==> config.mk <==
export PLATFORM = sky130hd
export DESIGN_NAME = gpio_cnt
export DESIGN_NICKNAME = d
export VERILOG_FILES = /design/src/gpio_cnt.sv
export VERILOG_INCLUDE_DIRS = /design/src
export SDC_FILE = /design/constraint.sdc
export NUM_CORES = 1
export LEC_CHECK = 0
export BUFFER_PORTS_ARGS = -buffer_cell sky130_fd_sc_hd__buf_2
export CORE_AREA = 4 4 41 43
export CTS_CLUSTER_DIAMETER = 150
export DETAILED_ROUTE_END_ITERATION = 8
export DIE_AREA = 0 0 45 47
export GPL_TIMING_DRIVEN = 0
export HOLD_SLACK_MARGIN = 0.1
export PLACE_DENSITY = 0.41
export SLEW_MARGIN = 20
export SYNTH_ARGS = -nofsm -noshare
export SYNTH_HDL_FRONTEND = slang
export SYNTH_SLANG_ARGS = --single-unit
==> constraint.sdc <==
create_clock -name clk_i -period 2.5 [get_ports clk_i]
set_input_delay 0.5 -clock clk_i [delete_from_list [all_inputs] [get_ports clk_i]]
set_output_delay 0.5 -clock clk_i [all_outputs]
set_load 0.03 [all_outputs]
==> src/harness_consts.svh <==
// Shared constants for the external bus harness
// Latencies must be at least 1 and the memory depth must match the 8 bit word index

`ifndef HARNESS_CONSTS_SVH
`define HARNESS_CONSTS_SVH

// Bus widths
`define HARNESS_DATA_W 32
`define HARNESS_ADDR_W 32

// Slow memory geometry and timing
`define HARNESS_MEM_WORDS 256
`define HARNESS_MEM_LATENCY 4

// Power switch emulation
`define HARNESS_SWITCH_ACK_LATENCY 15
// cpu, peripheral, external
`define HARNESS_PWR_DOMAINS 3

// GPIO counter
`define HARNESS_GPIO_CNT_MAX 16

`endif

==> src/gpio_cnt.sv <==
// Counts consecutive cycles with the GPIO input high
// One cycle pulse after HARNESS_GPIO_CNT_MAX high cycles, a low cycle restarts

`default_nettype none

`include "harness_consts.svh"

module gpio_cnt (
  input  logic clk_i,
  input  logic rst_n_i,
  input  logic gpio_i,
  output logic pulse_o
);

  localparam int cnt_w = $clog2(`HARNESS_GPIO_CNT_MAX + 1);

  logic [cnt_w-1:0] cnt_q;
  logic             pulse_q;
  logic             at_max;

  // Last high cycle of a full run
  assign at_max = gpio_i && (cnt_q == cnt_w'(`HARNESS_GPIO_CNT_MAX - 1));

  always_ff @(posedge clk_i or negedge rst_n_i) begin
    if (!rst_n_i) begin
      cnt_q   <= '0;
      pulse_q <= 1'b0;
    end else begin
      pulse_q <= at_max;
      if (!gpio_i || at_max) begin
        cnt_q <= '0;
      end else begin
        cnt_q <= cnt_q + 1'b1;
      end
    end
  end

  assign pulse_o = pulse_q;

  // Count restarts at the limit, so pulses are isolated
  single_cycle_pulse_a : assert property (
    @(posedge clk_i) disable iff (!rst_n_i)
    pulse_o |=> !pulse_o
  ) else $error("gpio pulse longer than one cycle");

endmodule

`default_nettype wire

# Word-level counts from Yosys, hierarchy flattened
# Index checks and enable logic that the tools add are counted.
# W data, S select, Z words.
[word_totals] register_bits=6 in_bits=3 output_inout_bits=1 wordCells=8
[classes] n_addsub=1 n_eq_ne=1 mux=1 reduce_logical=3
[op_table] op="$add A5 B1 Y5 const B" n=1
[op_table] op="$eq A5 B4 Y1 const B" n=1
[op_table] op="$mux W5" n=1
[op_table] op="$logic_and A1 B1 Y1" n=1
[op_table] op="$logic_not A1 Y1" n=1
[op_table] op="$logic_or A1 B1 Y1" n=1

# Logic depth before layout (Yosys ltp)
[logic_depth] word_depth=4 ltp_mapped=5

# Worst setup path before layout
# Ideal clock, no wire load.
[synth_path] path_kind="register to register" from="reg cnt_q[0]" to="reg cnt_q[3]" setup_time_ns=0.079 arrival_ns=1.394 path_slack_ns=1.026 path_stages_with_launch=6 synth_period_minus_slack_ns=1.474 cell_sequence="dfrtp_1 > ha_1 > and3_1 > ha_1 > or3b_1 > mux2i_1"
[synth_via] elab_chain_cells=4 word_cells_on_any_way=5 cone_classes="add/sub (1); eq/ne (1); mux (1); reduce/logical (2)"
[synth_rtl] element="from (decl)" line_no="gpio_cnt.sv:17" source="logic [cnt_w-1:0] cnt_q;"
[synth_rtl] element="from (signal assigned)" line_no="gpio_cnt.sv:33" source="cnt_q <= cnt_q + 1'b1;"
[synth_rtl] element="parallel branches: the longest is 3 deep, another holds $add A5 B1 Y5"
[synth_rtl] element="$mux W5 (*)" line_no="gpio_cnt.sv:30" source="if (!gpio_i || at_max) begin"
# Mark *: on every way between the ends.

# Worst setup path after layout
# Same ends and word-level chain as after synthesis.

==> results.tsv <==
metric	value	unit
status	finished, final reports clean	
layout_min_cycle_time	1570	ps
syn-cell-area	259	sq um
rsz0062_at_grt	false	
crit_path_end_kind	flip-flop	
p_leak	0.173	nW
ys_ff_latch	6	
hold_buffers	1	
post_cts_resize_count	0	
async_flop_share	100	%
grt-busiest-layer	met2	
grt_pass1_vias	180	
min-delay-start	cnt_q[0]	
cp_slowest_cell	dfrtp_1	
post_drt_via_cell_ratio	3.89	
path_delay_family	simple AND/OR/NAND/NOR gates	
relSlewSlack	91.7	%
postLayoutCoreUtil	25.0	%
seq_area_frac_synth	58.0	%
whs	461	ps
ir_worst_vdd	0.293	mV
synth_edf_count	0	
drt_pass1_iterations	2	
grt_pass1_wl	655	um
max_stage_delay	390	ps
layout.nets	36	
arrival	1730	ps
ant_nets	0	
insertion_delay	240	ps
grtUsageTotal	5.09	%
die_w	45	um
num_rows	13	
diodes	0	
clk_pin_slew	50	ps
vias	171	
place_congestion	0.707	
postCtsSetupBuffers	0	
fmax	637	MHz
cts_root_buf	clkbuf_4	
finalHoldViolations	0	
wl_per_cell	8.59	um
yosysUniqueCellTypes	12	
synth.top_cell.area_share	58.0	%
cts_buffers	3	
cpMostUsedCell	ha_1	
worstMarginPinSlew	121	ps
die_y	47	um
tns	0	ps
cts.sinks	6	
synthTopCellsByCount	dfrtp_1, nor2_1, ha_1, inv_1	
final_layout_size_suffix_gt1_share	24.1	%
ys.flop_type	dfrtp_1	
power	0.205	mW
yosysTopAreaCell	dfrtp_1	
gr-usage-met2	7.91	%
syn-num-nets	27	
fill_cells	154	
grtUsageMet3	4.60	%
synthMostInstantiatedCell	dfrtp_1	
required	2660	ps
fin_skew	5.00	ps
port_buffers	3	
pwr_density_cell	630	mW/mm^2
grt_max_degree	7	
rr_startpoint	cnt_q[0]	
htreeDepth	1	
die_area	0.00212	sq mm
coreArea	0.00130	sq mm
drt_iter0_markers	2	
hp-class	reg2reg	
period_share	62.8	%
ys_warn_count	0	
cts_tree	done	
ios	4	
start_kind	flip-flop	
maxSlewViolCount	0	
critPathLaunch	cnt_q[0]	
cp_max_fo	4	
max_cap_violations	0	
setup_violations	0	
routed_wl	378	um
syn_area_per_cell	11.8	sq um
cp_num_buf_inv	0	
gr-total-overflow	0	
crit_type	reg2reg	
clockBufferDepth	2	
grt_use_met1	4.17	%
start_util	19.9	%
antenna_found_initial	0	
drcViolationCount	0	
hpwl	316	um
crit_path_cell_trace	ha_1, and3_1, ha_1, or3b_1, mux2i_1	
synth_cells	22	
synthTopCellsByArea	dfrtp_1, ha_1, nor2_1	
syn2layout_area_growth	25.6	%
## registers in the layout, summed over array words and instances, names as in the netlist
register,cells
cnt_q,5
pulse_o,1
## final timing paths
kind	cells past startpoint	end	slack (ps)
worst max-delay path	5	cnt_q[3]	930
worst min-delay path	1	cnt_q[0]	460
worst max register to register	5	cnt_q[3]	930
worst min register to register	1	cnt_q[0]	460
max in group asynchronous	2	cnt_q[0]	1740
min in group asynchronous	2	cnt_q[3]	610
## cell families after synthesis
| group | share of synthesized area, % |
|---|---|
| buf+inv | 2.90 |
| mux | 3.86 |
| simple gates | 22.2 |
| fa+ha+maj | 9.66 |
| xor+xnor | 3.38 |
| flops | 58.0 |
## area by class of cell
cell class | count | area, sq um | share of cell area, %
sequential | 6 | 150 | 46.2
multi-input combinational | 14 | 101 | 31.2
timing repair buffer | 4 | 25.0 | 7.69
clock buffer | 3 | 22.5 | 6.92
tap | 15 | 18.8 | 5.77
inverter | 2 | 7.51 | 2.31
## per-stage QoR
stage	worst slack, ps	cells	cell area (sq um)
2_1_floorplan	1030	22	259
3_5_place_dp	925	40	293
6_report	929	44	325
4_1_cts	915	44	325
5_1_grt	826	44	325
3_3_place_gp	953	40	293
## metal layers
metal	vias up	share of wire [%]
met4	0	0
li1	88	-
met1	79	44
met2	4	46
met5	-	0
met3	0	10
## where the power goes
| group | internal [mW] | switching (mW) | leakage, nW | total, mW |
|---|---|---|---|---|
| Clock | 0.0542 | 0.0330 | 0.0138 | 0.0872 |
| Sequential | 0.102 | 0.00268 | 0.0812 | 0.104 |
| Combinational | 0.00687 | 0.00683 | 0.0781 | 0.0137 |
| Total | 0.163 | 0.0425 | 0.173 | 0.205 |
## cells in the final DEF, fill, tap and decap left out
master / synthesis / layout
dfrtp_1: 6 / 6
nand3b_1: 1 / 1
mux2i_1: 1 / 1
nand3_1: 1 / 1
or3b_1: 1 / 1
or2b_1: 1 / 1
dlygate4sd3_1: 0 / 1
clkbuf_4: 0 / 3
xnor2_1: 1 / 1
and3_1: 1 / 1
inv_1: 2 / 2
ha_1: 2 / 2
buf_2: 0 / 3
nor2_1: 4 / 4
and2_2: 1 / 1
(Power assumes the default switching activity.)
