`config.mk`:
```
export PLATFORM = sky130hd
export DESIGN_NAME = power_switch_emu
export DESIGN_NICKNAME = d
export VERILOG_FILES = /design/src/harness_pkg.sv /design/src/power_switch_emu.sv
export VERILOG_INCLUDE_DIRS = /design/src
export SDC_FILE = /design/constraint.sdc
export NUM_CORES = 1
export LEC_CHECK = 0
export ABC_AREA = 1
export BUFFER_PORTS_ARGS = -buffer_cell sky130_fd_sc_hd__buf_2
export CORE_ASPECT_RATIO = 0.75
export CORE_MARGIN = 8
export CORE_UTILIZATION = 40
export CTS_BUF_LIST = sky130_fd_sc_hd__clkbuf_8
export DETAILED_ROUTE_END_ITERATION = 6
export REMOVE_ABC_BUFFERS = 1
export SKIP_LAST_GASP = 1
export SYNTH_ARGS = -nofsm -noshare
export SYNTH_HDL_FRONTEND = slang
export SYNTH_SLANG_ARGS = --single-unit
export TNS_END_PERCENT = 50
```
`constraint.sdc`:
```
create_clock -name clk_i -period 0.9 [get_ports clk_i]
set_input_delay 0.045 -clock clk_i [delete_from_list [all_inputs] [get_ports clk_i]]
set_output_delay 0.045 -clock clk_i [all_outputs]
set_load 0.01 [all_outputs]
```
`src/harness_consts.svh`:
```
// Shared constants for the external bus harness
// Latencies must be at least 1 and the memory depth must match the 8 bit word index

`ifndef HARNESS_CONSTS_SVH
`define HARNESS_CONSTS_SVH

// Bus widths
`define HARNESS_DATA_W 32
`define HARNESS_ADDR_W 32

// Slow memory geometry and timing
`define HARNESS_MEM_WORDS 256
`define HARNESS_MEM_LATENCY 4

// Power switch emulation
`define HARNESS_SWITCH_ACK_LATENCY 15
// cpu, peripheral, external
`define HARNESS_PWR_DOMAINS 3

// GPIO counter
`define HARNESS_GPIO_CNT_MAX 16

`endif

```
`src/harness_pkg.sv`:
```
// Types for the external bus harness
// Address field layout assumes 32 bit addresses and 256 words per bank

`default_nettype none

`include "harness_consts.svh"

package harness_pkg;

  // OBI request from the master
  typedef struct packed {
    logic                           req;
    logic                           we;
    logic [`HARNESS_DATA_W/8-1:0]   be;
    logic [`HARNESS_ADDR_W-1:0]     addr;
    logic [`HARNESS_DATA_W-1:0]     wdata;
  } obi_req_t;

  // OBI response to the master
  typedef struct packed {
    logic                       gnt;
    logic                       rvalid;
    logic [`HARNESS_DATA_W-1:0] rdata;
  } obi_resp_t;

  // Bit 10 picks the bank, bits 9:2 the word inside it
  typedef struct packed {
    logic [20:0] upper;
    logic        bank;
    logic [7:0]  word_idx;
    logic [1:0]  byte_off;
  } obi_addr_fields_t;

  typedef union packed {
    logic [`HARNESS_ADDR_W-1:0] raw;
    obi_addr_fields_t           f;
  } obi_addr_u;

  // Active low switch vectors, one per power domain group
  typedef struct packed {
    logic [`HARNESS_PWR_DOMAINS-1:0] cpu_switch_n;
    logic [`HARNESS_PWR_DOMAINS-1:0] periph_switch_n;
    logic [`HARNESS_PWR_DOMAINS-1:0] ext_switch_n;
  } pwr_ctrl_t;

endpackage

`default_nettype wire

```
`src/power_switch_emu.sv`:
```
// Emulates power switch acknowledge by delaying each request
// All three domain groups share one delay line, stages reset to off

`default_nettype none

`include "harness_consts.svh"

module power_switch_emu (
  input  logic                   clk_i,
  input  logic                   rst_n_i,
  input  harness_pkg::pwr_ctrl_t switch_i,
  output harness_pkg::pwr_ctrl_t ack_o
);

  localparam int depth = `HARNESS_SWITCH_ACK_LATENCY;

  harness_pkg::pwr_ctrl_t stage_q [depth];

  // --------------------------------------------------------------------------
  // Delay line
  // --------------------------------------------------------------------------
  always_ff @(posedge clk_i or negedge rst_n_i) begin
    if (!rst_n_i) begin
      // Switches off
      for (int i = 0; i < depth; i++) begin
        stage_q[i] <= '1;
      end
    end else begin
      stage_q[0] <= switch_i;
      for (int i = 1; i < depth; i++) begin
        stage_q[i] <= stage_q[i-1];
      end
    end
  end

  // Oldest stage is the acknowledge
  assign ack_o = stage_q[depth-1];

endmodule

`default_nettype wire

```
After elaboration in Yosys (flattened, before gate mapping)
Cells that the tools add are included.
Word-level totals
  bits in registers: 135
  output and inout port bits: 9
  word-level logic and storage cells: 45

Logic depth before layout (Yosys ltp)
Gate-level depths: netlist of run 1.
  word-level depth: 0
  mapped depth: 1
  mapped depth without buffers: 0

Worst setup path before layout of run 1
OpenSTA, ideal clock, no wires.
  path kind: reg-to-output
  start point: register stage_q, in the netlist ack_o[0]
  end point: output port ack_o[0] (netlist name)
  data arrival time: 594 ps
  data required time: 855 ps
  setup slack: 261 ps
  stages on the path, launching flop included: 2
  buffers on the path: 1
  path through: dfstp_2 -> buf_4
RTL lines
  start, declared: line power_switch_emu.sv:17  | harness_pkg::pwr_ctrl_t stage_q [depth];
  start signal, assigned by index: line power_switch_emu.sv:31  | stage_q[i] <= stage_q[i-1];
  end, declared: line power_switch_emu.sv:12  | output harness_pkg::pwr_ctrl_t ack_o
No word-level cell between the ends.

Worst setup path after layout of run 1
  start point: register stage_q, in the netlist ack_o[3]
  end point: output port ack_o[3] (netlist name)
No word-level cell between the ends.

==> summary.md, run 1 <==
| Metric | Value |
|---|---|
| Most frequent cells in the layout | dfstp_2, clkbuf_8, dlygate4sd3_1 |
| Post-route insts no fill | 309 |
| Placed insts | 269 |
| Maxcap violations | 0 |
| CP startpoint | ack_o[3] |
| Crit Path Max Fanout | 1 |
| CP Data Required Time | 0.85 ns |
| Commonest non-fill, non-tap cell in the layout | dfstp_2 |
| Remaining antenna violation count | 0 |
| DRT Wirelength | 3740 µm |
| Sequential area share after synthesis | 0.981 |
| Non-Filler Cell Area, Final | 4380 µm² |
| Final Power | 11.5 mW |
| Area growth from synthesis to layout | 21.2% |
| Crit path kind | flip-flop to primary output |
| Nets | 197 |
| Tmin final | 1.07 ns |
| H-tree depth | 4 |
| TNS Setup | -1.50 ns |
| Vias | 1232 |
| Hold path start | switch_i[7] |
| Fmax | 0.935 GHz |
| GRT Overall Usage | 0.0720 |
| Worst-Margin Slew | 0.270 ns |
| Setup Fix Bufs, Post-CTS | 0 |
| Hold crit path type | primary input to flip-flop |
| Slowest cell on crit path | dfstp_2 |
| Share of cells above drive strength 1 | 0.929 |
| Cells after Synth | 144 |
| Failing checks | negative setup slack |
| Max-slew violation count | 0 |
| Fin. Hold Viols | 0 |
| Buf/Inv on CP | 1 |
| Status | complete, but fails checks |
| Routability cong. | 0.619 |
| Die Wd | 126 µm |
| Synthesized area per cell | 25.1 µm² |
| Setup Slack @ Placement | 0.230 ns |
| Inserted Diodes | 0 |
| Dpl cell area | 3840 µm² |
| Worst R2R Start | stage_q[25] |
| Setup crit end kind | primary output |
| Worst skew pair latency | 0.40 ns |
| Max-slew headroom | 0.820 |
| Post-DR wirelength/cell | 12.1 µm |
| Row cnt | 30 |
| Vias in the first global route | 1483 |
| Period utilization | 1.19 |
| Clock sinks | 135 |
| CP startpoint kind | flip-flop |
| Clock buffer depth | 2 |
| Synthesized area | 3610 µm² |
| First-pass GRT wire length | 6560 µm |
| Clock root buffer master | clkbuf_8 |
| Worst Setup Slack, final | -0.169 ns |
| TritonCTS clock tree | done |
| I/O Buffers | 19 |
| Final setup skew | 0.00590 ns |
| DRT Pass-1 Iters | 4 |
| DRC Markers | 0 |
| Initial core utilization | 0.405 |
| Initial antenna violation count | 0 |
| Critical-path cell list | buf_6 |
| Initial DRC count | 64 |
| #FFs+latches synth | 135 |
| Fill count | 736 |
| Total CTS buffers | 17 |
| CTS clock-pin slew for the worst setup and hold paths | 0.06 ns |
| CORE AREA | 8930 µm² |
| Boundary Pins | 20 |
| Worst IR Drop VDD | 1.43 mV |
| Die Span Y | 98.3 µm |
| Comb_multi_in | 0 |
| Vias per inst | 3.99 |
| Area of the multi-input gates | 0 µm² |
| RSZ-0062 raised after global routing | true |
| Family with the most delay on the worst path | flip-flops |
| PwrDens | 2620 nW/µm² |
| CP max stage delay | 0.53 ns |
| WP data arrival | 1.02 ns |
| HPWL Detailed | 2160 µm |
| Grt total ovfl | 0 |
| Pin count of the biggest net entering global routing | 46 |
| Distinct cell type count after synthesis | 2 |
| Static leakage | 1.80 nW |
| Final number of setup-violating endpoints | 9 |
| Ys Warns | 0 |
| Die Area | 12400 µm² |
==> per-stage QoR <==
stage          utilization  hold slack [ns]
6_report             0.490            0.274
3_5_place_dp         0.430            0.151
4_1_cts              0.490            0.244
5_1_grt              0.490            0.241
3_3_place_gp         0.430            0.150
2_1_floorplan            -           -0.103
==> power by group <==
group | leakage (nW) | internal [mW] | switching (mW)
sequential | 1.42 | 6.62 | 0.0939
clock | 0.212 | 2.63 | 1.89
combinational | 0.165 | 0.108 | 0.139
==> worst paths after layout <==
kind                       cells past startpoint  slack (ns)            to
setup / recovery                               1       -0.17      ack_o[3]
hold / removal                                 2        0.27  stage_q[133]
setup reg to reg                               0        0.31   stage_q[16]
hold reg to reg                                0        0.35      ack_o[6]
max in group asynchronous                      3        0.28   stage_q[94]
min in group asynchronous                      2        0.31      ack_o[8]
==> layout make-up <==
class                   count  area [µm²]  share of cell area
flip-flops and latches    135        3550               0.810
clock buffers              24         330              0.0754
repair buffers             32         314              0.0717
well taps                 112         140              0.0320
clock inverters             6        50.0              0.0114
==> Yosys cell counts, drive strengths merged <==
cell type  instances  area [µm²]
buf                9        67.6
dfstp            135        3550
==> per-layer routing <==
metal | up-vias | track usage | part of all wire
li1 | 518 | - | -
met1 | 671 | 0.0735 | 0.43
met2 | 32 | 0.104 | 0.48
met3 | 11 | 0.0479 | 0.072
met4 | 0 | 0.0525 | 0.023
met5 | - | 0 | 0
==> cells by family (layout without fill, tap and decap cells) <==
kind of cell           after synthesis  count (layout)  synth area share
flip-flops                         135             135             0.981
buffers and inverters                9              62            0.0187
==> what timing repair did <==
action / in CTS / in global routing
endpoints found under the hold margin: 39 / 0
hold buffers: 10 / 0
setup endpoints to repair: 9 / 9
resized for setup: 9 / 0
pin swaps: 0 / 0
==> sequential cells by signal (all words and copies together), names as in the netlist <==
| register | flops |
|---|---|
| stage_q | 126 |
| ack_o | 9 |
(Power assumes the default switching activity.)
==> inputs of run 2 (changes only) <==
--- a/config.mk
+++ b/config.mk
@@ -13,6 +13,7 @@
 export CORE_UTILIZATION = 40
 export CTS_BUF_LIST = sky130_fd_sc_hd__clkbuf_8
 export DETAILED_ROUTE_END_ITERATION = 6
+export RECOVER_POWER = 100
 export REMOVE_ABC_BUFFERS = 1
 export SKIP_LAST_GASP = 1
 export SYNTH_ARGS = -nofsm -noshare
==> summary.md, run 2 (synthesis gave the netlist of run 1 again) <==
| Metric | Value |
|---|---|
| Status | complete, but fails checks |
| Failing checks | negative setup slack |
| Final setup skew | 0.00588 ns |
| Hold Path Depth | 2 |
| Maxcap violations | 0 |
| R2R cell count | 0 |
| Boundary Pins | 20 |
| Row cnt | 30 |
| Crit Path Max Fanout | 1 |
| CP startpoint | ack_o[3] |
| Worst IR Drop VDD | 1.43 mV |
| Routability cong. | 0.619 |
| TritonCTS clock tree | done |
| Setup Fix Bufs, Post-CTS | 0 |
| CP startpoint kind | flip-flop |
| Die Span Y | 98.3 µm |
| CP Data Required Time | 0.85 ns |
| Vias | 1231 |
| DRT Pass-1 Iters | 4 |
| Clock buffer depth | 2 |
| Family with the most delay on the worst path | flip-flops |
| Clock root buffer master | clkbuf_8 |
| Worst-Margin Slew | 0.512 ns |
| Fin. Hold Viols | 0 |
| Worst R2R Start | stage_q[25] |
| Slowest cell on crit path | dfstp_2 |
| Area growth from synthesis to layout | 21.0% |
| CTS clock-pin slew for the worst setup and hold paths | 0.06 ns |
| Setup crit end kind | primary output |
| Setup Slack @ Placement | 0.230 ns |
| Critical-path cell list | buf_6 |
| Die Wd | 126 µm |
| DRT Wirelength | 3740 µm |
| Reg2Reg Setup Slack | 0.31 ns |
| Max FFs per register | 126 |
| Nets | 197 |
| Remaining antenna violation count | 0 |
| Grt total ovfl | 0 |
| Max-slew headroom | 0.658 |
| Vias in the first global route | 1483 |
| Final number of setup-violating endpoints | 9 |
| Comb_multi_in | 0 |
| Area of the multi-input gates | 0 µm² |
| Tmin final | 1.07 ns |
| Inserted Diodes | 0 |
| Worst skew pair latency | 0.40 ns |
| H-tree depth | 4 |
| Commonest non-fill, non-tap cell in the layout | dfstp_2 |
| GRT Overall Usage | 0.0720 |
| Initial antenna violation count | 0 |
| Buf/Inv on CP | 1 |
| Clock sinks | 135 |
| Die Area | 12400 µm² |
| Fmax | 0.935 GHz |
| Pin count of the biggest net entering global routing | 46 |
| RSZ-0062 raised after global routing | true |
| Worst Setup Slack, final | -0.169 ns |
| Vias per inst | 3.98 |
| Initial DRC count | 64 |
| Post-DR wirelength/cell | 12.1 µm |
| Hold path start | switch_i[7] |
| Initial core utilization | 0.405 |
| Reg with most FFs | stage_q |
| Hold Path End | stage_q[133] |
| Share of cells above drive strength 1 | 0.929 |
| DRC Markers | 0 |
| Most frequent cells in the layout | dfstp_2, clkbuf_8, dlygate4sd3_1 |
| Static leakage | 1.79 nW |
| PwrDens | 2620 nW/µm² |
| Hold crit path type | primary input to flip-flop |
| CP max stage delay | 0.53 ns |
| Max-slew violation count | 0 |
| Crit path kind | flip-flop to primary output |
| WP data arrival | 1.02 ns |
| CORE AREA | 8930 µm² |
| First-pass GRT wire length | 6560 µm |
| HPWL Detailed | 2160 µm |
| I/O Buffers | 19 |
| Reg-to-reg endpoint | stage_q[16] |
| Period utilization | 1.19 |
| Total CTS buffers | 17 |
| Final Util | 0.490 |
| Fill count | 738 |
==> run 2: layout make-up <==
class	count	area, µm²	area share
timing repair buffer	32	307	0.0701
sequential	135	3550	0.811
clock buffer	24	330	0.0755
clock inverter	6	50.0	0.0114
tap	112	140	0.0320
==> run 2: repair_timing <==
item,in CTS,in global routing
setup endpoints to repair,9,9
hold endpoints to repair,39,0
resized for setup,9,0
hold buffers,10,0
==> run 2: worst max path at each step <==
stage,to,slack (ns),cells after the start
after floorplan,ack_o[0],0.34,0
after global placement,ack_o[0],0.24,1
after detailed placement,ack_o[5],0.23,1
after CTS,ack_o[4],-0.21,1
after global routing,ack_o[0],-0.23,1
final,ack_o[3],-0.17,1
==> run 2: stage by stage <==
step | cells | setup TNS, ns | hold WS [ns] | cell area, µm² | total power, mW
6_report | 309 | -1.50 | 0.275 | 4370 | 11.5
4_1_cts | 309 | -1.85 | 0.244 | 4380 | 11.7
2_1_floorplan | 135 | 0 | -0.103 | 3550 | 6.78
3_5_place_dp | 269 | 0 | 0.151 | 3840 | 7.01
3_3_place_gp | 269 | 0 | 0.150 | 3840 | 6.95
5_1_grt | 309 | -2.03 | 0.241 | 4370 | 12.0
==> run 2: power by group <==
group | internal (mW) | total [mW] | switching (mW)
logic | 0.104 | 0.242 | 0.138
clock network | 2.63 | 4.52 | 1.89
registers | 6.62 | 6.71 | 0.0939
==> run 2: metal layers <==
layer	track usage	wire length, µm
met1	0.0735	1600
met2	0.104	1780
met5	0	0
met4	0.0525	87
met3	0.0479	270
==> inputs of run 3 (changes only) <==
--- a/config.mk
+++ b/config.mk
@@ -15,7 +15,6 @@
 export DETAILED_ROUTE_END_ITERATION = 6
 export RECOVER_POWER = 100
 export REMOVE_ABC_BUFFERS = 1
-export SKIP_LAST_GASP = 1
 export SYNTH_ARGS = -nofsm -noshare
 export SYNTH_HDL_FRONTEND = slang
 export SYNTH_SLANG_ARGS = --single-unit
==> constraint.sdc (replaced) <==
create_clock -name clk_i -period 0.9 [get_ports clk_i]
set_input_delay 0.09 -clock clk_i [delete_from_list [all_inputs] [get_ports clk_i]]
set_output_delay 0.09 -clock clk_i [all_outputs]
set_load 0.01 [all_outputs]
==> summary.md, run 3 (synthesis gave the netlist of run 1 again) <==
| Metric | Value |
|---|---|
| Worst-Margin Slew | 0.523 ns |
| Area growth from synthesis to layout | 21.1% |
| Worst skew pair latency | 0.40 ns |
| Commonest non-fill, non-tap cell in the layout | dfstp_2 |
| Final Power | 11.5 mW |
| Final number of setup-violating endpoints | 9 |
| Worst R2R Start | stage_q[25] |
| Setup crit end kind | primary output |
| Reg-to-reg endpoint | stage_q[16] |
| Critical-path cell list | buf_6 |
| Total CTS buffers | 17 |
| Fin. Hold Viols | 0 |
| Worst IR Drop VDD | 1.43 mV |
| WL met1 | 1600 µm |
| DR top layer | met4 |
| Max-slew headroom | 0.652 |
| Die Area | 12400 µm² |
| R2R cell count | 0 |
| Crit path kind | flip-flop to primary output |
| CORE AREA | 8930 µm² |
| Inserted Diodes | 0 |
| Buf/Inv on CP | 1 |
| CP max stage delay | 0.53 ns |
| First-pass GRT wire length | 6560 µm |
| Area of the multi-input gates | 0 µm² |
| Hold Path End | stage_q[133] |
| CTS clock-pin slew for the worst setup and hold paths | 0.06 ns |
| Final Util | 0.490 |
| H-tree depth | 4 |
| GRT Overall Usage | 0.0720 |
| Grt total ovfl | 0 |
| Hold path start | switch_i[7] |
| Post-DR wirelength/cell | 12.1 µm |
| Failing checks | negative setup slack |
| DRT Wirelength | 3740 µm |
| Reg2Reg Setup Slack | 0.31 ns |
| Hold Path Depth | 2 |
| Crit Path Max Fanout | 1 |
| Period utilization | 1.24 |
| Max-slew violation count | 0 |
| Initial DRC count | 64 |
| Met2 wire len | 1780 µm |
| Reg with most FFs | stage_q |
| DRC Markers | 0 |
| Row cnt | 30 |
| Clock sinks | 135 |
| Share of cells above drive strength 1 | 0.929 |
| Tmin final | 1.11 ns |
| Status | complete, but fails checks |
| Boundary Pins | 20 |
| Die Span Y | 98.3 µm |
| Hold crit path type | primary input to flip-flop |
| CP startpoint kind | flip-flop |
| HPWL Detailed | 2160 µm |
| TritonCTS clock tree | done |
| Dpl cell area | 3840 µm² |
| Max FFs per register | 126 |
| Clock root buffer master | clkbuf_8 |
| Pin count of the biggest net entering global routing | 46 |
| PwrDens | 2620 nW/µm² |
| Routability cong. | 0.619 |
| RSZ-0062 raised after global routing | true |
| DRT Pass-1 Iters | 4 |
| Static leakage | 1.80 nW |
| Nets | 197 |
| Comb_multi_in | 0 |
| Met3 wire len | 270 µm |
| Final setup skew | 0.00590 ns |
| Fill count | 737 |
| Fmax | 0.897 GHz |
| Most frequent cells in the layout | dfstp_2, clkbuf_8, dlygate4sd3_1 |
| Maxcap violations | 0 |
| Worst Setup Slack, final | -0.214 ns |
| Vias | 1232 |
| Clock buffer depth | 2 |
| Initial core utilization | 0.405 |
| Family with the most delay on the worst path | flip-flops |
| Initial antenna violation count | 0 |
| Reg area | 3550 µm² |
| WP data arrival | 1.02 ns |
| I/O Buffers | 19 |
| Die Wd | 126 µm |
| Remaining antenna violation count | 0 |
| Vias in the first global route | 1483 |
| Slowest cell on crit path | dfstp_2 |
| CP Data Required Time | 0.81 ns |
| Non-Filler Cell Area, Final | 4380 µm² |
| Vias per inst | 3.99 |
==> run 3: area by class of cell <==
| class | instances | share of cell area |
|---|---|---|
| flip-flops and latches | 135 | 0.810 |
| clock buffers | 24 | 0.0754 |
| repair buffers | 32 | 0.0711 |
| well taps | 112 | 0.0320 |
| clock inverters | 6 | 0.0114 |
==> run 3: how the worst max path moves through the flow <==
stage	to	slack [ns]	startpoint	cells past startpoint
global route	ack_o[0]	-0.28	ack_o[0]	1
CTS	ack_o[4]	-0.26	ack_o[4]	1
detailed placement	ack_o[5]	0.19	ack_o[5]	1
global placement	ack_o[0]	0.20	ack_o[0]	1
finish	ack_o[3]	-0.21	ack_o[3]	1
floorplan	ack_o[0]	0.29	ack_o[0]	0
==> run 3: what timing repair did <==
item | CTS | global route
buffers inserted | 0 | 0
endpoints found under the hold margin | 23 | 0
endpoints found under the setup margin | 9 | 9
gates resized for setup | 9 | 0
hold buffers | 10 | 0
==> run 3: per-stage QoR <==
stage / TNS, ns / setup slack (ns) / hold WS [ns] / instances
floorplan: 0 / 0.290 / -0.0578 / 135
global placement: 0 / 0.195 / 0.195 / 269
detailed placement: 0 / 0.185 / 0.196 / 269
CTS: -2.25 / -0.256 / 0.289 / 309
global route: -5.36 / -0.277 / 0.286 / 309
finish: -1.90 / -0.214 / 0.319 / 309
==> run 3: report_power, final <==
group / switching [mW] / internal, mW
combinational: 0.139 / 0.107
sequential: 0.0940 / 6.62
clock: 1.89 / 2.63
==> run 3: routing by layer <==
| layer | vias to the layer above | track usage |
|---|---|---|
| li1 | 518 | - |
| met1 | 671 | 0.0735 |
| met2 | 32 | 0.104 |
| met3 | 11 | 0.0479 |
| met4 | 0 | 0.0525 |
| met5 | - | 0 |
